**src/design/arf_pkg.sv**
```systemverilog
package arf_pkg;

   // **************************************************
   // register file geometry
   // **************************************************
   localparam int XLEN       = 32;                // register word width
   localparam int NUM_REGS   = 32;                // x0 .. x31
   localparam int REG_ADDR_W = 5;                 // log2 of NUM_REGS

   // **************************************************
   // write sources, listed in priority order
   // **************************************************
   localparam int NUM_WR_PORTS = 4;
   localparam int WP_PIPE      = 0;               // R stage writeback, highest
   localparam int WP_NBLOAD    = 1;               // non-blocking load return
   localparam int WP_DIV       = 2;               // divider result
   localparam int WP_DBG       = 3;               // debugger write, lowest

   // **************************************************
   // APB debug map
   // **************************************************
   localparam int APB_ADDR_W  = 8;                // byte address into the map
   localparam int APB_IDX_LSB = 2;                // word aligned register index
   localparam int APB_IDX_MSB = APB_IDX_LSB + REG_ADDR_W - 1;
   localparam int APB_OOR_BIT = 7;                // set means outside the ARF

   // one architectural register word
   typedef logic [XLEN-1:0] xdata_t;

   // one register index
   typedef logic [REG_ADDR_W-1:0] reg_addr_t;

   // one-hot pick of a write source, bit n is source n
   typedef logic [NUM_WR_PORTS-1:0] wr_sel_t;

endpackage

```
**src/design/arf_debug_apb.sv**
```systemverilog
`timescale 1ns/1ns

module arf_debug_apb
   import arf_pkg::*;
(
   input  logic                  clk,
   input  logic                  rst,            // sync, active high
   input  logic                  psel,
   input  logic                  penable,
   input  logic                  pwrite,
   input  logic [APB_ADDR_W-1:0] paddr,
   input  xdata_t                pwdata,
   output xdata_t                prdata,
   output logic                  pready,
   output logic                  pslverr,
   input  xdata_t                dbg_rdata,      // word at dbg_addr
   input  logic                  dbg_grant,      // no core write on this index
   output logic                  dbg_wen,        // write request to decoder
   output reg_addr_t             dbg_addr,       // index from paddr
   output xdata_t                dbg_wdata       // data from pwdata
);

   logic access;                                 // APB access phase
   logic done_q;                                 // this access already ended
   logic live;                                   // access not yet completed
   logic oor;                                    // address outside the ARF

   // **************************************************
   // address decode
   // **************************************************
   assign dbg_addr  = paddr[APB_IDX_MSB:APB_IDX_LSB];
   assign oor       = paddr[APB_OOR_BIT];
   assign dbg_wdata = pwdata;                    // master holds it in wait states

   assign access = psel & penable;
   assign live   = access & ~done_q;

   // **************************************************
   // request and response, combinational from APB
   // **************************************************
   assign dbg_wen = live & pwrite & ~oor;        // held while grant is low

   // reads and bad addresses finish at once, writes wait for the grant
   assign pready  = live & (oor | ~pwrite | dbg_grant);
   assign pslverr = live & oor;

   assign prdata  = (live & ~pwrite & ~oor) ? dbg_rdata : '0;

   // **************************************************
   // completion flag
   // **************************************************
   always_ff @(posedge clk) begin
      if (rst) begin
         done_q <= 1'b0;
      end
      else if (!access) begin
         done_q <= 1'b0;                         // idle or setup phase
      end
      else if (pready) begin
         done_q <= 1'b1;                         // blocks a second issue
      end
   end

endmodule

```
**config.mk**
```make
export PLATFORM = sky130hd
export DESIGN_NAME = arf_debug_apb
export DESIGN_NICKNAME = d
export VERILOG_FILES = /design/src/design/arf_pkg.sv /design/src/design/arf_debug_apb.sv
export SDC_FILE = /design/constraint.sdc
export NUM_CORES = 1
export LEC_CHECK = 0
export BUFFER_PORTS_ARGS = -buffer_cell sky130_fd_sc_hd__buf_2
export CORE_AREA = 2 2 59 61
export CTS_BUF_LIST = sky130_fd_sc_hd__clkbuf_16
export DETAILED_ROUTE_END_ITERATION = 6
export DIE_AREA = 0 0 61 63
export GPL_ROUTABILITY_DRIVEN = 0
export PLACE_DENSITY = 0.84
export SLEW_MARGIN = 20
export SYNTH_ARGS = -nofsm -noshare
export SYNTH_HDL_FRONTEND = slang
export SYNTH_SLANG_ARGS = --single-unit
```
**constraint.sdc**
```tcl
create_clock -name clk -period 2.4 [get_ports clk]
set_input_delay 0.12 -clock clk [delete_from_list [all_inputs] [get_ports clk]]
set_output_delay 0.12 -clock clk [all_outputs]
set_load 0.01 [all_outputs]
```
==> impl_metrics.sql <==
INSERT INTO impl_metrics (metric_group, metric, value, unit) VALUES
('pwr', 'swShare', '37.7', '%'),
('synthesis', 'synth-main-ff-cell', 'sky130_fd_sc_hd__dfxtp_1', ''),
('worst_setup_path', 'worst-endpoint-required', '2.28', 'ns'),
('sta', 'achievable-frequency', '689', 'MHz'),
('worst_setup_path', 'worst-path-max-fanout', '21', ''),
('worst_setup_path', 'path_class', 'in -> out', ''),
('global_route', 'largest_net_degree_at_the_start_of_global_routing', '35', ''),
('pwr', 'max_rail_drop_vdd', '0.0858', 'mV'),
('pwr', 'power.density', '125', 'nW/um^2'),
('global_route', 'gr-total-overflow', '0', ''),
('global_route', 'global_route_wire_length_before_repair', '2750', 'um'),
('global_route', 'first_global_vias', '595', ''),
('floorplanning', 'die-width', '61', 'um'),
('floorplanning', 'initial_core_util', '19.0', '%'),
('floorplanning', 'floorplan.die.height', '63', 'um'),
('sta', 'post_route_skew', '0', 'ns'),
('detailed_routing', 'final_antenna_net_count', '0', ''),
('sta', 'timing.setup.tns', '0', 'ns'),
('clocking', 'cts_setup_buffers', '0', ''),
('final_layout', 'post_route_cells_drive_above_1_share', '70.7', '%'),
('final_layout', 'nNetsFinal', '196', ''),
('final_layout', 'largest-register', 'done_q', ''),
('pwr', 'seqPwrFrac', '20.2', '%'),
('placed_design', 'io_buffers', '73', ''),
('detailed_routing', 'initialDrtViolationCount', '15', ''),
('synthesis', 'synth_top_area_cell', 'sky130_fd_sc_hd__buf_4', ''),
('worst_setup_path', 'worst_ep_arrival_time', '1.33', 'ns'),
('synthesis', 'post-synth-top-area-fraction', '45.3', '%'),
('synthesis', 'asyncSetResetFlopFracSynth', '0', '%'),
('final_layout', 'flip_flop_count_of_the_largest_register_all_copies_and_words_added', '1', ''),
('sta', 'setup_violators_final', '0', ''),
('final_layout', 'antenna_cells', '0', ''),
('final_layout', 'largest_registers_in_the_final_layout', 'done_q x1', ''),
('placed_design', 'pre_cts_slack', '0.935', 'ns'),
('pwr', 'cellInternalPower', '55.9', 'uW'),
('sta', 'finalCritPeriodShare', '60.5', '%'),
('synthesis', 'yosysWarningCount', '0', ''),
('job', 'timing.max_cap.violations', '0', ''),
('sta', 'finalCriticalPeriod', '1.45', 'ns'),
('final_layout', 'areaGrowthSynthToFinish', '17.3', '%'),
('worst_setup_path', 'worstSetupEndpointType', 'primary output', ''),
('sta', 'rsz0062_at_grt', 'false', ''),
('sta', 'worst_slew_margin_rel', '56.1', '%'),
('sta', 'hold_viol_final', '0', ''),
('clocking', 'clk_latency', '0', 'ns'),
('synthesis', 'ys_types', '16', ''),
('run_status', 'status', 'completed', ''),
('global_route', 'number_of_antenna_violations_at_the_first_check_in_global_routing', '0', ''),
('sta', 'max_slew.worst_pin.slew', '0.657', 'ns'),
('worst_hold_path', 'min-delay-path-class', 'in -> out', ''),
('floorplanning', 'floorplan.core_area', '3230', 'sq um'),
('detailed_routing', 'drt-total-wl', '1910', 'um'),
('synthesis', 'synth_edf_count', '0', ''),
('pwr', 'net_switching_component_of_the_power', '33.8', 'uW'),
('synthesis', 'synth.yosys.seq_area_share', '3.27', '%'),
('placed_design', 'dpl.hpwl', '1590', 'um'),
('detailed_routing', 'post_drt_wl_per_cell', '11.8', 'um'),
('synthesis', 'syn_avg_cell_area', '7.21', 'sq um'),
('synthesis', 'synth.ff_latch_count', '1', ''),
('floorplanning', 'num_rows', '21', ''),
('synthesis', 'syn_nets', '163', ''),
('pwr', 'combinationalPowerShare', '79.8', '%'),
('synthesis', 'synth.area.top_cells', 'sky130_fd_sc_hd__buf_4, sky130_fd_sc_hd__and3_1, sky130_fd_sc_hd__buf_6, sky130_fd_sc_hd__and3_2, sky130_fd_sc_hd__dfxtp_1', ''),
('detailed_routing', 'routed_via_density', '3.99', ''),
('detailed_routing', 'dr.pass1.iters', '4', ''),
('sta', 'holdWs', '0.240', 'ns'),
('pwr', 'power.leakage', '0.000565', 'uW'),
('sta', 'finalWorstSetupSlack', '0.948', 'ns'),
('clocking', 'hold_buffers', '0', ''),
('global_route', 'track_usage', '8.83', '%'),
('floorplanning', 'pin_count', '150', '');
[placed cells by master, fill, tap and decap left out]
cell	instances
sky130_fd_sc_hd__and2_2	1
sky130_fd_sc_hd__and3_1	28
sky130_fd_sc_hd__and3_2	4
sky130_fd_sc_hd__and3b_4	1
sky130_fd_sc_hd__buf_2	73
sky130_fd_sc_hd__buf_4	1
sky130_fd_sc_hd__dfxtp_1	1
sky130_fd_sc_hd__inv_1	1
sky130_fd_sc_hd__nand2_1	1
sky130_fd_sc_hd__nor2_2	1
sky130_fd_sc_hd__nor3_1	1
sky130_fd_sc_hd__nor4_1	1
sky130_fd_sc_hd__nor4b_1	1
sky130_fd_sc_hd__o31a_2	1
[worst max-delay path, cell delays in order]
cell and delay, ns:
sky130_fd_sc_hd__buf_2 0.11, sky130_fd_sc_hd__nor2_2 0.52, sky130_fd_sc_hd__buf_4 0.28, sky130_fd_sc_hd__and3_1 0.17, sky130_fd_sc_hd__buf_2 0.13
[path summary, 6_finish.rpt]
kind / slack (ns) / to / start / depth (start not counted)
setup reg to reg: 1.61 / done_q$_SDFFE_PP0P_ / done_q$_SDFFE_PP0P_ / 2
hold / removal: 0.24 / dbg_addr[1] / paddr[3] / 0
hold reg to reg: 0.56 / done_q$_SDFFE_PP0P_ / done_q$_SDFFE_PP0P_ / 2
setup / recovery: 0.95 / prdata[25] / pwrite / 5
[logic make-up after synthesis]
family                 count (synthesis)  synth area share, %
DFF                                    1                 3.27
buffers and inverters                 44                 53.5
AOI/OAI and AO/OA                      1                 1.63
and+or+nand+nor                       39                 41.6
[per-stage QoR]
| step | instances | instance area (sq um) | util [%] |
|---|---|---|---|
| floorplan | 85 | 613 | - |
| global placement | 162 | 719 | 22.3 |
| detailed placement | 162 | 719 | 22.3 |
| CTS | 162 | 719 | 22.3 |
| global route | 162 | 719 | 22.3 |
| finish | 162 | 719 | 22.3 |
[power groups by stage]
stage | logic (uW) | registers, uW | clock network [uW]
2_1_floorplan | 97.3 | 18.0 | 0
3_3_place_gp | 70.5 | 18.1 | 0
3_5_place_dp | 72.5 | 18.2 | 0
4_1_cts | 72.6 | 18.2 | 0
5_1_grt | 80.7 | 18.2 | 0
6_report | 71.6 | 18.2 | 0
[final cells by class]
type,count,area [sq um],share of cell area [%]
Inverter,1,3.75,0.522
Tap cell,46,57.6,8.00
Timing Repair Buffer,74,373,51.8
Sequential cell,1,20.0,2.78
Multi-Input combinational cell,40,265,36.9
[layer usage]
metal / up-vias / share of wire [%] / track usage [%]
li1: 313 / - / -
met1: 268 / 33 / 8.37
met2: 55 / 50 / 17.7
met3: 10 / 13 / 2.07
met4: 0 / 3.2 / 2.17
met5: - / 0 / 0
Note: power is estimated with default switching activity, not from simulation.
