**src/design/arf_pkg.sv**
```systemverilog
package arf_pkg;

   // **************************************************
   // register file geometry
   // **************************************************
   localparam int XLEN       = 32;                // register word width
   localparam int NUM_REGS   = 32;                // x0 .. x31
   localparam int REG_ADDR_W = 5;                 // log2 of NUM_REGS

   // **************************************************
   // write sources, listed in priority order
   // **************************************************
   localparam int NUM_WR_PORTS = 4;
   localparam int WP_PIPE      = 0;               // R stage writeback, highest
   localparam int WP_NBLOAD    = 1;               // non-blocking load return
   localparam int WP_DIV       = 2;               // divider result
   localparam int WP_DBG       = 3;               // debugger write, lowest

   // **************************************************
   // APB debug map
   // **************************************************
   localparam int APB_ADDR_W  = 8;                // byte address into the map
   localparam int APB_IDX_LSB = 2;                // word aligned register index
   localparam int APB_IDX_MSB = APB_IDX_LSB + REG_ADDR_W - 1;
   localparam int APB_OOR_BIT = 7;                // set means outside the ARF

   // one architectural register word
   typedef logic [XLEN-1:0] xdata_t;

   // one register index
   typedef logic [REG_ADDR_W-1:0] reg_addr_t;

   // one-hot pick of a write source, bit n is source n
   typedef logic [NUM_WR_PORTS-1:0] wr_sel_t;

endpackage

```
**src/design/arf_entry.sv**
```systemverilog
`timescale 1ns/1ns

module arf_entry
   import arf_pkg::*;
(
   input  logic    clk,
   input  logic    rst,                          // sync, active high
   input  wr_sel_t sel,                          // one-hot or empty
   input  xdata_t  wd0,                          // pipe writeback data
   input  xdata_t  wd1,                          // nonblock load data
   input  xdata_t  wd2,                          // divide data
   input  xdata_t  dbg_wdata,                    // debugger data
   output xdata_t  q                             // current register word
);

   xdata_t d;                                    // selected next word
   logic   we;                                   // any source picked

   // **************************************************
   // and-or mux, legal because sel is one-hot
   // **************************************************
   always_comb begin
      d = ({XLEN{sel[WP_PIPE]}}   & wd0) |
          ({XLEN{sel[WP_NBLOAD]}} & wd1) |
          ({XLEN{sel[WP_DIV]}}    & wd2) |
          ({XLEN{sel[WP_DBG]}}    & dbg_wdata);
   end

   assign we = |sel;

   // **************************************************
   // the register itself
   // **************************************************
   always_ff @(posedge clk) begin
      if (rst) begin
         q <= '0;                                // arch state starts at zero
      end
      else if (we) begin
         q <= d;                                 // visible from next cycle
      end
   end

endmodule

```
**config.mk**
```make
export PLATFORM = sky130hd
export DESIGN_NAME = arf_entry
export DESIGN_NICKNAME = d
export VERILOG_FILES = /design/src/design/arf_pkg.sv /design/src/design/arf_entry.sv
export SDC_FILE = /design/constraint.sdc
export NUM_CORES = 1
export LEC_CHECK = 0
export ABC_CLOCK_PERIOD_IN_PS = 2900
export BUFFER_PORTS_ARGS = -buffer_cell sky130_fd_sc_hd__buf_2
export CELL_PAD_IN_SITES_DETAIL_PLACEMENT = 2
export CELL_PAD_IN_SITES_GLOBAL_PLACEMENT = 2
export CORE_MARGIN = 2
export CORE_UTILIZATION = 21
export CTS_CLUSTER_SIZE = 20
export DETAILED_ROUTE_END_ITERATION = 8
export GPL_ROUTABILITY_DRIVEN = 1
export PLACE_DENSITY = 0.86
export SYNTH_ARGS = -nofsm -noshare
export SYNTH_HDL_FRONTEND = slang
export SYNTH_SLANG_ARGS = --single-unit
```
**constraint.sdc**
```tcl
create_clock -name clk -period 2.9 [get_ports clk]
set_clock_uncertainty 0.1 [all_clocks]
set_input_delay 0.145 -clock clk [delete_from_list [all_inputs] [get_ports clk]]
set_output_delay 0.145 -clock clk [all_outputs]
set_load 0.02 [all_outputs]
```
==> flow_metrics.env, run 1 <==
export IMPL_rsz_0062_raised_after_global_routing="false"
export IMPL_ys_ff_latch=32
export IMPL_largest_reg_flops=32
export IMPL_hold_class="in -> reg"
export IMPL_cts_made_buffers=5
export IMPL_areaGrowthSynthToFinish_pct=50.9
export IMPL_netlist_instances=187
export IMPL_post_route_cell_area_sq_mm=0.00282
export IMPL_cts_repair_timing_setup_buffer_count=0
export IMPL_overall_die_area_sq_mm=0.00967
export IMPL_clk_pin_slew_worst_paths_ns=0.07
export IMPL_cts_hold_buffers_added=0
export IMPL_finalHoldViolations=0
export IMPL_die_width_um=98.3
export IMPL_setup_total_negative_slack_ns=0
export IMPL_clock_root_buffer="clkbuf_8"
export IMPL_overflow=0
export IMPL_timing_final_max_slew_violations=0
export IMPL_ys_top_cells_by_area="dfxtp_1, a22oi_1, a311oi_2, nor2_1, clkbuf_1"
export IMPL_yosys_cell_types_count=9
export IMPL_final_critical_period_ns=1.64
export IMPL_postPlaceCellArea_sq_mm=0.00273
export IMPL_preCtsSetupSlack_ns=0.976
export IMPL_synth_mux_area_frac=0
export IMPL_yosys_warnings=0
export IMPL_final_min_period_over_clock_period=0.565
export IMPL_floorplan_rows=34
export IMPL_post_route_drc_count=0
export IMPL_yosysTopAreaCell="dfxtp_1"
export IMPL_syn_area_per_cell_sq_um=9.99
export IMPL_report_final_setup_viol=0
export IMPL_track_usage=0.160
export IMPL_ctsResizeCount=0
export IMPL_tightest_slew_ns=0.994
export IMPL_viasPerCell=5.00
export IMPL_buffer_ports_inserted=165
export IMPL_worst_slew_margin_rel=0.338
export IMPL_grt_pass1_vias=2529
export IMPL_antenna_violating_nets_left=0
export IMPL_power_density_mw_per_mm2=428
export IMPL_critical_path_endpoint_category="register"
export IMPL_tritoncts="yes"
export IMPL_total_leakage_power_nw=1.35
export IMPL_result_of_the_run="complete, no violations"
export IMPL_ioPinCount=166
export IMPL_worstSetupStartpointType="input port"
export IMPL_vias=2236
export IMPL_grt_pass1_wl_mm=12.5
export IMPL_postSynthNetCount=321
export IMPL_biggestRegsByFlops="q x32"
export IMPL_worst_endpoint_arrival_ns=1.65
export IMPL_synth_compound_area_share=0.514
export IMPL_classification_of_the_worst_setup_path="in -> reg"
export IMPL_routabilityCongestion=0.679
export IMPL_die_h_um=98.3
export IMPL_fmax_ghz=0.611
export IMPL_grt_antenna_before_repair=0
export IMPL_core_area_sq_mm=0.00868
export IMPL_critical_path_peak_fanout=64
export IMPL_design_power_total_mw=1.21
export IMPL_floorplan_initialDensity=0.215
export IMPL_max_flop_register="q"
export IMPL_yosys_area_share_xor_xnor=0
export IMPL_fin_hold_ws_ns=0.169
export IMPL_dr_first_iter_drc_count=51
export IMPL_synth_top_family_by_area="compound AO/OA/AOI/OAI gates"
export IMPL_synth_simple_gate_area_share=0.0683
export IMPL_grt_start_max_net_pins=65
export IMPL_critPathRequiredTime_ns=2.91
export IMPL_netlist_area_leader_share=0.343
export IMPL_synth_adder_area_share=0
export IMPL_fin_ws_ns=1.26
export IMPL_antenna_cells_inserted=0
export IMPL_clock_sinks=32
export IMPL_avgRoutedWirePerCell_um=17.6
export IMPL_clk_latency_ns=0.27
export IMPL_max_cap_viol_count=0
export IMPL_drtPass1Iterations=4
export IMPL_design_final_nets=472
export IMPL_detail_route_wirelength_mm=7.85
export IMPL_syn_cell_area_sq_mm=0.00187
export IMPL_htree_num_levels=2
export IMPL_layout_common_cells="buf_2, a22oi_1, nor2_1, a311oi_2, dfxtp_1"
export IMPL_post_dp_hpwl_mm=5.87
export IMPL_cts_buffer_depth=2
export IMPL_synth_sequential_area_ratio=0.343
export IMPL_power_ir_vdd_worst_mv=0.150
export IMPL_final_common_cell="buf_2"
export IMPL_layout_drive_gt1_share=0.617
==> final timing paths <==
check | from | to | slack (ns) | cells past startpoint
min reg2reg | q[12] | q[12] | 0.43 | 2
min | wd1[31] | q[31] | 0.17 | 3
max | sel[0] | q[0] | 1.26 | 5
max reg2reg | q[4] | q[4] | 2.04 | 2
==> logic make-up (layout without fill, tap and decap cells) <==
| group | count (synthesis) | after routing |
|---|---|---|
| compound gates | 96 | 96 |
| buf+inv | 26 | 178 |
| flops | 32 | 32 |
| simple gates | 33 | 33 |
==> where the power goes <==
group / switching, mW / internal (mW) / total, mW
registers: 0.0176 / 0.480 / 0.497
clock network: 0.159 / 0.194 / 0.352
logic: 0.195 / 0.162 / 0.357
==> routing by layer <==
layer,GRT usage,part of all wire,up-vias
li1,-,-,1063
met1,0.171,0.38,1053
met2,0.313,0.54,110
met3,0.0315,0.068,10
met4,0.0453,0.015,0
met5,0,0,-
==> cell type report <==
class / instances / area (sq um)
fill: 1033 / 5860
sequential: 32 / 641
timing repair buffer: 170 / 863
multi-input combinational: 129 / 1090
clock buffer: 8 / 90.1
tap: 108 / 135
==> per-stage QoR <==
step                utilization  instances
floorplan                     -        187
global placement          0.314        439
detailed placement        0.314        439
CTS                       0.325        447
global route              0.325        447
finish                    0.325        447
==> cells in the mapped netlist <==
library cell,number
a22oi_1,64
a311oi_2,32
buf_2,2
buf_6,5
clkbuf_1,18
clkbuf_2,1
dfxtp_1,32
nor2_1,32
or4_1,1
==> critical path, stage by stage <==
cell      delay, ns
buf_2          0.11
or4_2          0.65
buf_4          0.37
nor2_1         0.25
a311oi_2       0.07
(Power assumes the default switching activity.)
==> run 2: changes to the inputs <==
--- a/config.mk
+++ b/config.mk
@@ -5,16 +5,16 @@
 export SDC_FILE = /design/constraint.sdc
 export NUM_CORES = 1
 export LEC_CHECK = 0
-export ABC_CLOCK_PERIOD_IN_PS = 2900
+export ABC_CLOCK_PERIOD_IN_PS = 1500
 export BUFFER_PORTS_ARGS = -buffer_cell sky130_fd_sc_hd__buf_2
 export CELL_PAD_IN_SITES_DETAIL_PLACEMENT = 2
 export CELL_PAD_IN_SITES_GLOBAL_PLACEMENT = 2
 export CORE_MARGIN = 2
-export CORE_UTILIZATION = 21
+export CORE_UTILIZATION = 17
 export CTS_CLUSTER_SIZE = 20
 export DETAILED_ROUTE_END_ITERATION = 8
 export GPL_ROUTABILITY_DRIVEN = 1
-export PLACE_DENSITY = 0.86
+export PLACE_DENSITY = 0.75
 export SYNTH_ARGS = -nofsm -noshare
 export SYNTH_HDL_FRONTEND = slang
 export SYNTH_SLANG_ARGS = --single-unit
==> constraint.sdc (replaced) <==
create_clock -name clk -period 1.5 [get_ports clk]
set_clock_uncertainty 0.1 [all_clocks]
set_input_delay 0.075 -clock clk [delete_from_list [all_inputs] [get_ports clk]]
set_output_delay 0.075 -clock clk [all_outputs]
set_load 0.02 [all_outputs]
==> flow_metrics.env, run 2 (same netlist as run 1, synthesis figures left out) <==
export IMPL_worst_path_largest_cell_delay_ns=0.74
export IMPL_preCtsSetupSlack_ns=-0.161
export IMPL_result_of_the_run="complete, no violations"
export IMPL_fmax_ghz=0.737
export IMPL_timing_rr_start="q[15]"
export IMPL_core_area_sq_mm=0.0108
export IMPL_antenna_cells_inserted=0
export IMPL_design_final_nets=473
export IMPL_overall_die_area_sq_mm=0.0118
export IMPL_viasPerCell=4.75
export IMPL_post_place_cells=472
export IMPL_routabilityCongestion=0.694
export IMPL_total_leakage_power_nw=1.36
export IMPL_clock_root_buffer="clkbuf_8"
export IMPL_critPathRequiredTime_ns=1.52
export IMPL_timing_reg2reg_worst_path_depth=2
export IMPL_cp_startpoint="sel[0]"
export IMPL_floorplan_initialDensity=0.173
export IMPL_final_critical_period_ns=1.36
export IMPL_biggestRegsByFlops="q x32"
export IMPL_track_usage=0.141
export IMPL_timing_final_max_slew_violations=0
export IMPL_master_of_the_slowest_instance_on_the_critical_path="or4_2"
export IMPL_postPlaceCellArea_sq_mm=0.00280
export IMPL_fin_ws_ns=0.143
export IMPL_htree_num_levels=2
export IMPL_buffer_ports_inserted=165
export IMPL_critical_path_peak_fanout=29
export IMPL_die_width_um=109
export IMPL_detail_route_wirelength_mm=8.38
export IMPL_cts_repair_timing_setup_buffer_count=0
export IMPL_largest_reg_flops=32
export IMPL_critical_path_endpoint_category="register"
export IMPL_dr_first_iter_drc_count=100
export IMPL_max_cap_viol_count=0
export IMPL_final_common_cell="buf_2"
export IMPL_report_final_setup_viol=0
export IMPL_hp_start="wd2[22]"
export IMPL_layout_drive_gt1_share=0.618
export IMPL_cts_hold_buffers_added=0
export IMPL_tritoncts="yes"
export IMPL_crit_path_cell_trace="buf_2 > or4_2 > buf_12 > nor2_1 > a311oi_2"
export IMPL_rsz_0062_raised_after_global_routing="false"
export IMPL_post_route_cell_area_sq_mm=0.00289
export IMPL_grt_pass1_wl_mm=12.8
export IMPL_clock_sinks=32
export IMPL_worst_setup_path_endpoint="q[10]"
export IMPL_finalHoldViolations=0
export IMPL_max_flop_register="q"
export IMPL_grt_antenna_before_repair=0
export IMPL_areaGrowthSynthToFinish_pct=54.8
export IMPL_classification_of_the_worst_setup_path="in -> reg"
export IMPL_vias=2279
export IMPL_avgRoutedWirePerCell_um=17.5
export IMPL_layout_common_cells="buf_2, a22oi_1, nor2_1, a311oi_2, dfxtp_1"
export IMPL_die_h_um=109
export IMPL_overflow=0
export IMPL_design_power_total_mw=2.36
export IMPL_drtPass1Iterations=4
export IMPL_clk_latency_ns=0.28
export IMPL_grt_start_max_net_pins=36
export IMPL_post_route_drc_count=0
export IMPL_worst_slew_margin_rel=0.331
export IMPL_antenna_violating_nets_left=0
export IMPL_ioPinCount=166
export IMPL_floorplan_rows=38
export IMPL_r2r_slack_ns=0.67
export IMPL_setup_total_negative_slack_ns=0
export IMPL_cts_buffer_depth=2
export IMPL_power_ir_vdd_worst_mv=0.330
export IMPL_grt_pass1_vias=2537
export IMPL_regToRegEndpoint="q[15]"
export IMPL_worst_endpoint_arrival_ns=1.38
export IMPL_clk_pin_slew_worst_paths_ns=0.07
export IMPL_ctsResizeCount=0
export IMPL_final_min_period_over_clock_period=0.905
export IMPL_tightest_slew_ns=1.00
export IMPL_power_density_mw_per_mm2=817
export IMPL_post_dp_hpwl_mm=6.28
export IMPL_cts_made_buffers=5
export IMPL_worstSetupStartpointType="input port"
export IMPL_final_cell_count_no_fill=480
export IMPL_hold_class="in -> reg"
## run 2: cell types whose count changed in the layout (fill, tap and decap cells not counted)
cell | previous run | this run
buf_12 | 0 | 2
buf_4 | 5 | 4
## run 2: layout make-up
| class | count | area, sq um |
|---|---|---|
| multi-input combinational | 129 | 1090 |
| clock buffer | 8 | 90.1 |
| sequential | 32 | 641 |
| timing repair buffer | 171 | 896 |
| fill | 1256 | 7900 |
| tap | 140 | 175 |
## run 2: layer usage
layer | part of all wire | GRT usage | up-vias
met1 | 0.37 | 0.144 | 1109
met5 | 0 | 0 | -
li1 | - | - | 1064
met4 | 0.0095 | 0.0321 | 0
met3 | 0.082 | 0.0418 | 7
met2 | 0.54 | 0.280 | 99
## run 2: worst min path at each step
stage / cells past startpoint / to / slack (ns)
after floorplan: 1 / q[23] / 0.04
after global placement: 3 / q[22] / 0.37
after detailed placement: 3 / q[22] / 0.38
after CTS: 3 / q[22] / 0.08
after global routing: 3 / q[22] / 0.08
final: 3 / q[22] / 0.08
## run 2: report_power, final
part,switching (mW),internal (mW),leakage (nW)
Combinational,0.383,0.317,1.05
Clock,0.327,0.375,0.0455
Sequential,0.0348,0.927,0.269
## run 2: critical path, delay by kind of cell
kind / cells / cell delay (ns)
AO/OA/AOI/OAI: 1 / 0.06
buffers and inverters: 2 / 0.33
AND/OR/NAND/NOR: 2 / 0.89
## run 2: metrics by stage
step           hold WS (ns)   util
4_1_cts              0.0785  0.268
6_report             0.0828  0.268
5_1_grt              0.0830  0.268
2_1_floorplan        0.0429      -
3_5_place_dp          0.384  0.260
3_3_place_gp          0.367  0.260
