[config.mk]
export PLATFORM = sky130hd
export DESIGN_NAME = arf_write_decode
export DESIGN_NICKNAME = d
export VERILOG_FILES = /design/src/design/arf_pkg.sv /design/src/design/arf_write_decode.sv
export SDC_FILE = /design/constraint.sdc
export NUM_CORES = 1
export LEC_CHECK = 0
export BUFFER_PORTS_ARGS = -buffer_cell sky130_fd_sc_hd__buf_2
export CAP_MARGIN = 5
export CORE_ASPECT_RATIO = 0.9
export CORE_MARGIN = 2
export CORE_UTILIZATION = 35
export DETAILED_ROUTE_END_ITERATION = 6
export GPL_ROUTABILITY_DRIVEN = 0
export PLACE_DENSITY = 0.76
export SYNTH_ARGS = -nofsm -noshare
export SYNTH_HDL_FRONTEND = slang
export SYNTH_SLANG_ARGS = --single-unit
[constraint.sdc]
create_clock -name vclk -period 2.1
set_input_delay 0.525 -clock vclk [all_inputs]
set_output_delay 0.525 -clock vclk [all_outputs]
set_load 0.005 [all_outputs]
[src/design/arf_pkg.sv]
package arf_pkg;

   // **************************************************
   // register file geometry
   // **************************************************
   localparam int XLEN       = 32;                // register word width
   localparam int NUM_REGS   = 32;                // x0 .. x31
   localparam int REG_ADDR_W = 5;                 // log2 of NUM_REGS

   // **************************************************
   // write sources, listed in priority order
   // **************************************************
   localparam int NUM_WR_PORTS = 4;
   localparam int WP_PIPE      = 0;               // R stage writeback, highest
   localparam int WP_NBLOAD    = 1;               // non-blocking load return
   localparam int WP_DIV       = 2;               // divider result
   localparam int WP_DBG       = 3;               // debugger write, lowest

   // **************************************************
   // APB debug map
   // **************************************************
   localparam int APB_ADDR_W  = 8;                // byte address into the map
   localparam int APB_IDX_LSB = 2;                // word aligned register index
   localparam int APB_IDX_MSB = APB_IDX_LSB + REG_ADDR_W - 1;
   localparam int APB_OOR_BIT = 7;                // set means outside the ARF

   // one architectural register word
   typedef logic [XLEN-1:0] xdata_t;

   // one register index
   typedef logic [REG_ADDR_W-1:0] reg_addr_t;

   // one-hot pick of a write source, bit n is source n
   typedef logic [NUM_WR_PORTS-1:0] wr_sel_t;

endpackage

[src/design/arf_write_decode.sv]
`timescale 1ns/1ns

module arf_write_decode
   import arf_pkg::*;
(
   input  logic                     wen0,       // pipe writeback enable
   input  reg_addr_t                waddr0,     // pipe writeback index
   input  logic                     wen1,       // nonblock load enable
   input  reg_addr_t                waddr1,     // nonblock load index
   input  logic                     wen2,       // divide enable
   input  reg_addr_t                waddr2,     // divide index
   input  logic                     dbg_wen,    // debugger write request
   input  reg_addr_t                dbg_addr,   // debugger index
   output wr_sel_t [NUM_REGS-1:0]   wr_sel,     // per register source pick
   output logic                     dbg_grant   // debug write may go this cycle
);

   logic core_hits_dbg;                          // some core port aims at the debug index

   // keep the lowest set bit, lowest index is the strongest source
   function automatic wr_sel_t first_hit(input wr_sel_t hit);
      wr_sel_t sel;
      sel = '0;
      for (int p = NUM_WR_PORTS - 1; p >= 0; p--) begin
         if (hit[p]) begin
            sel    = '0;                         // a stronger source replaces it
            sel[p] = 1'b1;
         end
      end
      return sel;
   endfunction

   // **************************************************
   // per register address match and priority pick
   // **************************************************
   assign wr_sel[0] = '0;                        // x0 never written

   for (genvar i = 1; i < NUM_REGS; i++) begin : g_sel
      wr_sel_t hit;                              // sources that aim at x[i]

      assign hit[WP_PIPE]   = wen0    & (waddr0   == reg_addr_t'(i));
      assign hit[WP_NBLOAD] = wen1    & (waddr1   == reg_addr_t'(i));
      assign hit[WP_DIV]    = wen2    & (waddr2   == reg_addr_t'(i));
      assign hit[WP_DBG]    = dbg_wen & (dbg_addr == reg_addr_t'(i));

      // debug bit only survives with no core hit, same as the grant
      assign wr_sel[i] = first_hit(hit);
   end

   // **************************************************
   // debug grant
   // **************************************************
   assign core_hits_dbg = (wen0 & (waddr0 == dbg_addr)) |
                          (wen1 & (waddr1 == dbg_addr)) |
                          (wen2 & (waddr2 == dbg_addr));

   // x0 write is a no-op, so it never has to wait
   assign dbg_grant = (dbg_addr == '0) | ~core_hits_dbg;

endmodule

==> results of run 1 <==
synth_stat cells (all sizes together):
cell      n
nor2     92
nand2    44
nor4     33
o21ai    30
nor3     28
buf      18
nand3    15
nor2b    14
clkbuf   12
xor2      8
nand2b    7
nand4     5
xnor2     4
and4b     3
and4bb    3
inv       3
or2       3
and3b     2
nor3b     2
nor4b     2
a222oi    1
a31o      1
and2      1
and2b     1
and4      1
conb      1
nand3b    1
o2111a    1
o2111ai   1
o22ai     1
metrics by stage:
| step | area [µm²] | hold WS (ns) | total power, mW | setup TNS (ns) |
|---|---|---|---|---|
| finish | 4130 | 1.40 | 0.548 | -1.48 |
| global route | 4130 | 1.42 | 0.564 | -2.74 |
| CTS | 3490 | 1.40 | 0.405 | -0.253 |
| detailed placement | 3130 | 1.42 | 0.349 | -6.02 |
| global placement | 3130 | 1.42 | 0.339 | -4.75 |
| floorplan | 1730 | 1.15 | 0.179 | 0 |
placed cells by master, fill, tap and decap left out, types with 3 or more instances in the layout:
cell type / instances
nor3_2: 9
nor4_1: 13
buf_12: 4
nor4_2: 17
nor2_2: 13
nor2b_2: 3
nand2_1: 22
o21ai_1: 8
nand2_2: 19
conb_1: 4
nand3_2: 10
or2_4: 3
nor2_1: 77
buf_8: 5
buf_6: 23
buf_4: 96
buf_2: 127
nor4_4: 3
o21ai_2: 18
nor2b_4: 7
nor2b_1: 4
nand4_1: 5
nand3_4: 3
nand2b_2: 3
nor3_1: 19
xor2_1: 8
o21ai_4: 3
layout make-up:
type,instances,area (µm²)
multi-input cells,308,2240
repair buffers,256,1800
fillers,272,671
well taps,65,81.3
inverters,3,13.8
cells by family (layout without fill, tap and decap cells):
kind of cell,count (synthesis),count (layout)
buffers and inverters,33,259
AND/OR/NAND/NOR,257,257
XOR/XNOR,12,12
other,1,4
AO/OA/AOI/OAI,35,35
worst max-delay path, delay by kind of cell:
family | cells | cell delay [ns]
buf+inv | 2 | 0.31
simple gates | 3 | 0.89
layer usage:
metal  vias up  global-route usage [%]  wire, µm
met5         -                       0         0
met4         0                    9.55       973
met3       136                    4.08      1500
met2       434                    62.7      5910
met1      1789                    44.7      4710
li1       1644                       -         -
report_power, final:
group | internal (mW) | leakage, nW | total (mW) | switching [mW]
clock | 0 | 0 | 0 | 0
combinational | 0.242 | 2.06 | 0.548 | 0.306
sequential | 0 | 0 | 0 | 0
path summary, 6_finish.rpt:
path | startpoint | to | cells past startpoint
max | dbg_addr[2] | wr_sel[103] | 5
min | waddr2[1] | wr_sel[14] | 4
repair_timing:
action                                  CTS  global route
hold buffers                              0             0
endpoints found under the setup margin   91            93
endpoints found under the hold margin     0             0
buffers inserted                          5             7
pin swaps                                37            35
gates resized for setup                  94           147
gates cloned                              0             1
==> impl_metrics.csv, run 1 <==
group,metric,value,unit
place,place_ws,-0.163,ns
layout,seq_cells,0,
yosys,synth_top_area_share,20.1,%
layout,clock_buffers,0,
floorplan,die-width,77.9,µm
yosys,netlist_instances,338,
outcome,outcome,"complete, but fails checks",
global_route,gr-usage-all-layers,35.1,%
timing,worst_pin_slew,0.508,ns
yosys,syn_area,1720,µm²
detailed_routing,avgViaCountPerCell,6.33,
detailed_routing,dr_total_vias,4003,
layout,syn_to_final_growth,140,%
layout,fin_cells,632,
yosys,muxShareOfSynthArea,0,%
yosys,syn_area_per_cell,5.09,µm²
floorplan,die-area,5500,µm²
timing,final_max_slew_viol_count,0,
global_route,grt_pass1_wl,15900,µm
floorplan,initial_core_util,35.8,%
setup_path,start_kind,"primary input",
layout,diodes,0,
global_route,antenna_found_initial,0,
timing,rsz0062_at_grt,"yes",
timing,fin_crit_sh,107,%
timing,maxSlewHeadroom,66.0,%
global_route,grt_max_degree,17,
layout,fin_util,86.0,%
power_and_ir_drop,vdd_drop_max,146,µV
min_path,hp-class,"in2out",
detailed_routing,drt_first_pass_iters,7,
detailed_routing,route.detailed.drc,3,
power_and_ir_drop,power.density,132,nW/µm²
yosys,synth_cell_types,34,
layout,seq_area,0,µm²
setup_path,worstPathArrival,1.72,ns
layout,nets,593,
place,dpl.cell_count,619,
yosys,synth_fa_ha_area_share,0,%
floorplan,die_h,70.5,µm
yosys,synth_compound_area_share,11.3,%
setup_path,slowest_delay,0.39,ns
timing,setup_viol,32,
setup_path,cp_cell_sequence,"buf_12 -> nor2b_2 -> nand3_2 -> nor4_2 -> buf_2",
setup_path,critical_path_class,"in2out",
yosys,synth_top_family_by_area,"simple AND/OR/NAND/NOR gates",
timing,layout_setup_ws,-0.148,ns
floorplan,boundaryPins,153,
detailed_routing,post_drt_wl_per_cell,20.7,µm
outcome,violations,"design-rule violations, negative setup slack",
floorplan,core,4800,µm²
yosys,ys_top_cells_by_area,"nor2_1 20%, nor4_1 12%, nand2_1 9.6%, nor3_1 8.1%, nor2b_1 5.1%",
detailed_routing,routed_wl,13100,µm
yosys,synthXorXnorAreaFrac,6.10,%
yosys,synth_top_area_cell,"nor2_1",
run,max_cap_violations,0,
timing,max_freq,445,MHz
power_and_ir_drop,leakage,2.06,nW
setup_path,crit_required,1.57,ns
place,hpwl,7850,µm
yosys,yosysSeqAreaShare,0,%
layout,drive_above_1_share,68.8,%
global_route,gr-total-overflow,0,
setup_path,crit_fanout,9,
setup_path,critical_path.slowest_cell,"nor4_2",
global_route,grt_pass1_vias,3263,
timing,finalHoldViolCount,0,
timing,period_needed,2.25,ns
setup_path,cp-end-kind,"output pin",
yosys,synthSimpleGateAreaFrac,73.3,%
detailed_routing,drtAntennaViolNets,0,
yosys,ys_warn_count,0,
floorplan,num_rows,24,
detailed_routing,drt_first_iter_violations,632,
place,io_buffers,149,
(Power assumes the default switching activity.)
==> inputs of run 2 (changes only) <==
--- a/config.mk
+++ b/config.mk
@@ -8,7 +8,6 @@
 export BUFFER_PORTS_ARGS = -buffer_cell sky130_fd_sc_hd__buf_2
 export CAP_MARGIN = 5
 export CORE_ASPECT_RATIO = 0.9
-export CORE_MARGIN = 2
 export CORE_UTILIZATION = 35
 export DETAILED_ROUTE_END_ITERATION = 6
 export GPL_ROUTABILITY_DRIVEN = 0
==> run 2 against run 1 <==
The flow still finishes with violations (design-rule violations, negative setup slack). Design area is 2.4% higher. First-iteration DRC count up 13%. Critical path depth is 3 higher. Combinational power up 5.7%. Routed wire length increased by 9.8%. Non-clock buffer count is 5 lower. Worst setup slack got worse by 0.098 ns. Sequential cell count stayed put. Largest power group unchanged.
==> impl_metrics.csv, run 2 (synthesis results as in run 1) <==
group,metric,value,unit
outcome,outcome,"complete, but fails checks",
outcome,violations,"design-rule violations, negative setup slack",
layout,drive_above_1_share,69.8,%
setup_path,critical_path_class,"in2out",
global_route,grt_max_degree,15,
setup_path,cp-end-kind,"output pin",
setup_path,cp_cell_sequence,"buf_6 -> and2b_1 -> buf_4 -> buf_4 -> nand2_1 -> nor2_1 -> nor4_1 -> buf_2",
layout,final_common_cell,"buf_2",
setup_path,critical_path.slowest_cell,"nor4_1",
place,io_buffers,149,
floorplan,num_rows,23,
layout,nets,588,
layout,multi_input_area,2360,µm²
floorplan,die_h,68.5,µm
layout,final_cell_mix,"128 x buf_2, 88 x buf_4, 77 x nor2_1",
power_and_ir_drop,power.total,579,µW
floorplan,initial_core_util,37.6,%
layout,clock_buffers,0,
floorplan,die-area,5200,µm²
timing,setup_viol,47,
timing,fin_tns_setup,-3.51,ns
layout,diodes,0,
run,max_cap_violations,0,
global_route,gr-usage-all-layers,36.3,%
layout,seq_cells,0,
detailed_routing,dr_total_vias,4278,
layout,syn_to_final_growth,146,%
setup_path,start_kind,"primary input",
global_route,grt_pass1_vias,3107,
global_route,antenna_found_initial,1,
detailed_routing,avgViaCountPerCell,6.86,
layout,num-fill-cells,176,
setup_path,slowest_delay,0.33,ns
layout,fin_cells,624,
timing,final_max_slew_viol_count,0,
global_route,gr-total-overflow,0,
floorplan,core,4580,µm²
min_path,hold_depth,4,
global_route,grt_pass1_wl,15100,µm
place,dpl.cell_count,615,
timing,layout_setup_ws,-0.246,ns
detailed_routing,drt_first_iter_violations,713,
layout,seq_area,0,µm²
setup_path,crit_required,1.57,ns
min_path,hp-class,"in2out",
timing,max_freq,426,MHz
power_and_ir_drop,power.density,137,nW/µm²
place,hpwl,7710,µm
timing,period_needed,2.35,ns
setup_path,critical_path.most_common_cell,"buf_4",
detailed_routing,drtAntennaViolNets,0,
detailed_routing,post_drt_wl_per_cell,23.0,µm
floorplan,die-width,75.9,µm
timing,worst_hold_slack,1.47,ns
timing,finalHoldViolCount,0,
detailed_routing,route.detailed.drc,4,
floorplan,boundaryPins,153,
power_and_ir_drop,leakage,2.07,nW
setup_path,worstPathArrival,1.82,ns
setup_path,crit_fanout,4,
timing,rsz0062_at_grt,"yes",
detailed_routing,drt_first_pass_iters,7,
place,place_ws,-0.233,ns
timing,fin_crit_sh,112,%
power_and_ir_drop,vdd_drop_max,192,µV
detailed_routing,routed_wl,14400,µm
==> run 2: critical path, delay by kind of cell <==
kind	cells	cell delay [ns]
AND/OR/NAND/NOR	4	0.69
buffers and inverters	4	0.60
==> run 2: power by group <==
part,switching [mW],internal [mW],total (mW)
sequential,0,0,0
clock,0,0,0
combinational,0.332,0.246,0.579
==> run 2: path summary, 6_finish.rpt <==
| check | slack (ns) | start | endpoint |
|---|---|---|---|
| worst max-delay path | -0.25 | waddr2[2] | wr_sel[11] |
| worst min-delay path | 1.47 | waddr2[0] | wr_sel[14] |
==> run 2: metal layers <==
layer | GRT usage (%) | vias to the layer above | share of wire, %
li1 | - | 1625 | -
met1 | 44.5 | 1873 | 32
met2 | 66.0 | 563 | 42
met3 | 3.68 | 215 | 15
met4 | 16.8 | 2 | 10
met5 | 0 | - | 0.090
==> run 2: timing repair <==
| item | CTS | global route |
|---|---|---|
| pin swaps | 38 | 45 |
| gates cloned | 0 | 3 |
| setup endpoints to repair | 77 | 86 |
| hold endpoints to repair | 0 | 0 |
| resized for setup | 103 | 154 |
| hold buffers | 0 | 0 |
| buffers inserted | 2 | 4 |
==> run 2: layout make-up <==
type	instances	area share, %
inverters	3	0.325
multi-input cells	308	55.8
well taps	62	1.83
repair buffers	251	42.0
==> run 2: metrics by stage <==
step	cell area, µm²	util (%)
3_3_place_gp	3120	68.2
5_1_grt	4230	92.5
6_report	4230	92.5
2_1_floorplan	1730	-
4_1_cts	3460	75.7
3_5_place_dp	3120	68.2
==> inputs of run 3 (changes only) <==
--- a/config.mk
+++ b/config.mk
@@ -15,3 +15,4 @@
 export SYNTH_ARGS = -nofsm -noshare
 export SYNTH_HDL_FRONTEND = slang
 export SYNTH_SLANG_ARGS = --single-unit
+export TNS_END_PERCENT = 1
==> constraint.sdc (replaced) <==
create_clock -name vclk -period 2.1
set_input_delay 0.105 -clock vclk [all_inputs]
set_output_delay 0.105 -clock vclk [all_outputs]
set_load 0.005 [all_outputs]
==> run 3 against run 2 <==
Maximum frequency rose by 43%. Clock-buffer cell count did not move. Non-clock buffer count fell by 102. Largest power group unchanged. Sequential cell count did not move. Hold slack got worse by 0.85 ns. Critical endpoint is now wr_sel[15]. The flow now finishes without violations. Via count fell by 29%. Combinational power fell by 53%. Sequential share of layout area did not move. Largest cell class unchanged. Power fell by 53%.
==> impl_metrics.csv, run 3 (synthesis results as in run 1) <==
group,metric,value,unit
setup_path,crit_required,2.00,ns
setup_path,critical_path_class,"in2out",
setup_path,cp-end-kind,"output pin",
floorplan,die-width,75.9,µm
power_and_ir_drop,vdd_drop_max,137,µV
setup_path,crit_start,"wen0",
detailed_routing,drt_first_pass_iters,6,
layout,final_cell_area,2410,µm²
detailed_routing,post_drt_wl_per_cell,16.1,µm
layout,final_cell_mix,"149 x buf_2, 92 x nor2_1, 44 x nand2_1",
timing,worst_hold_slack,0.618,ns
timing,fin_tns_setup,0,ns
place,place_area,2410,µm²
global_route,gr-total-overflow,0,
min_path,min_from,"waddr2[1]",
detailed_routing,avgViaCountPerCell,5.84,
detailed_routing,drt_first_iter_violations,375,
power_and_ir_drop,leakage,1.31,nW
layout,final_common_cell,"buf_2",
timing,maxSlewHeadroom,58.5,%
setup_path,worstPathArrival,1.53,ns
clock_tree,postCtsHoldBufs,0,
layout,syn_to_final_growth,40.0,%
floorplan,boundaryPins,153,
global_route,grt_pass1_vias,2543,
timing,worst_pin_slew,0.621,ns
place,io_buffers,149,
timing,finalHoldViolCount,0,
floorplan,num_rows,23,
outcome,outcome,"finished clean",
layout,clock_buffers,0,
layout,diodes,0,
floorplan,die_h,68.5,µm
layout,drive_above_1_share,33.9,%
layout,num-fill-cells,500,
detailed_routing,drtAntennaViolNets,0,
floorplan,die-area,5200,µm²
detailed_routing,dr_total_vias,3048,
power_and_ir_drop,power.density,113,nW/µm²
place,hpwl,6730,µm
floorplan,core,4580,µm²
clock_tree,cts_setup_buffers,0,
power_and_ir_drop,power.total,272,µW
timing,fin_crit_sh,78.1,%
global_route,gr-usage-all-layers,29.7,%
setup_path,start_kind,"primary input",
timing,setup_viol,0,
setup_path,crit_fanout,8,
layout,seq_cells,0,
timing,period_needed,1.64,ns
timing,max_freq,610,MHz
global_route,grt_max_degree,17,
layout,nets,486,
timing,rsz0062_at_grt,"no",
detailed_routing,routed_wl,8400,µm
detailed_routing,route.detailed.drc,0,
layout,seq_area,0,µm²
min_path,hp-class,"in2out",
clock_tree,cts_resized,0,
floorplan,initial_core_util,37.6,%
timing,final_max_slew_viol_count,0,
run,max_cap_violations,0,
global_route,grt_pass1_wl,12500,µm
global_route,antenna_found_initial,0,
## run 3: power breakdown
| part | total (mW) | internal [mW] | switching (mW) |
|---|---|---|---|
| Combinational | 0.272 | 0.0839 | 0.188 |
| Sequential | 0 | 0 | 0 |
| Clock | 0 | 0 | 0 |
## run 3: worst paths after layout
path / to / cells past startpoint
hold / removal: wr_sel[14] / 4
setup / recovery: wr_sel[15] / 6
## run 3: worst max-delay path: stages
cell     delay, ns
buf_2         0.14
nor2b_1       0.31
nand3_1       0.37
o21ai_1       0.37
nor4b_1       0.09
buf_2         0.14
## run 3: final cells by class
class                           count  area [µm²]  share of cell area (%)
Timing Repair Buffer              149         746                    30.9
Multi-Input combinational cell    308        1580                    65.4
Tap cell                           62        77.6                    3.22
Inverter                            3        11.3                   0.467
## run 3: stage by stage
step                      instances  util (%)  setup WS, ns
after floorplan                 341         -         0.949
after global placement          522      52.7         0.516
after detailed placement        522      52.7         0.504
after CTS                       522      52.7         0.500
after global routing            522      52.7         0.342
final                           522      52.7         0.461
## run 3: per-layer routing
layer  share of wire [%]  up-vias  track usage (%)
li1                    -     1425                -
met1                  41     1347             38.4
met2                  46      252             54.1
met3                  11       24             3.16
met4                 2.1        0             7.21
met5                   0        -                0
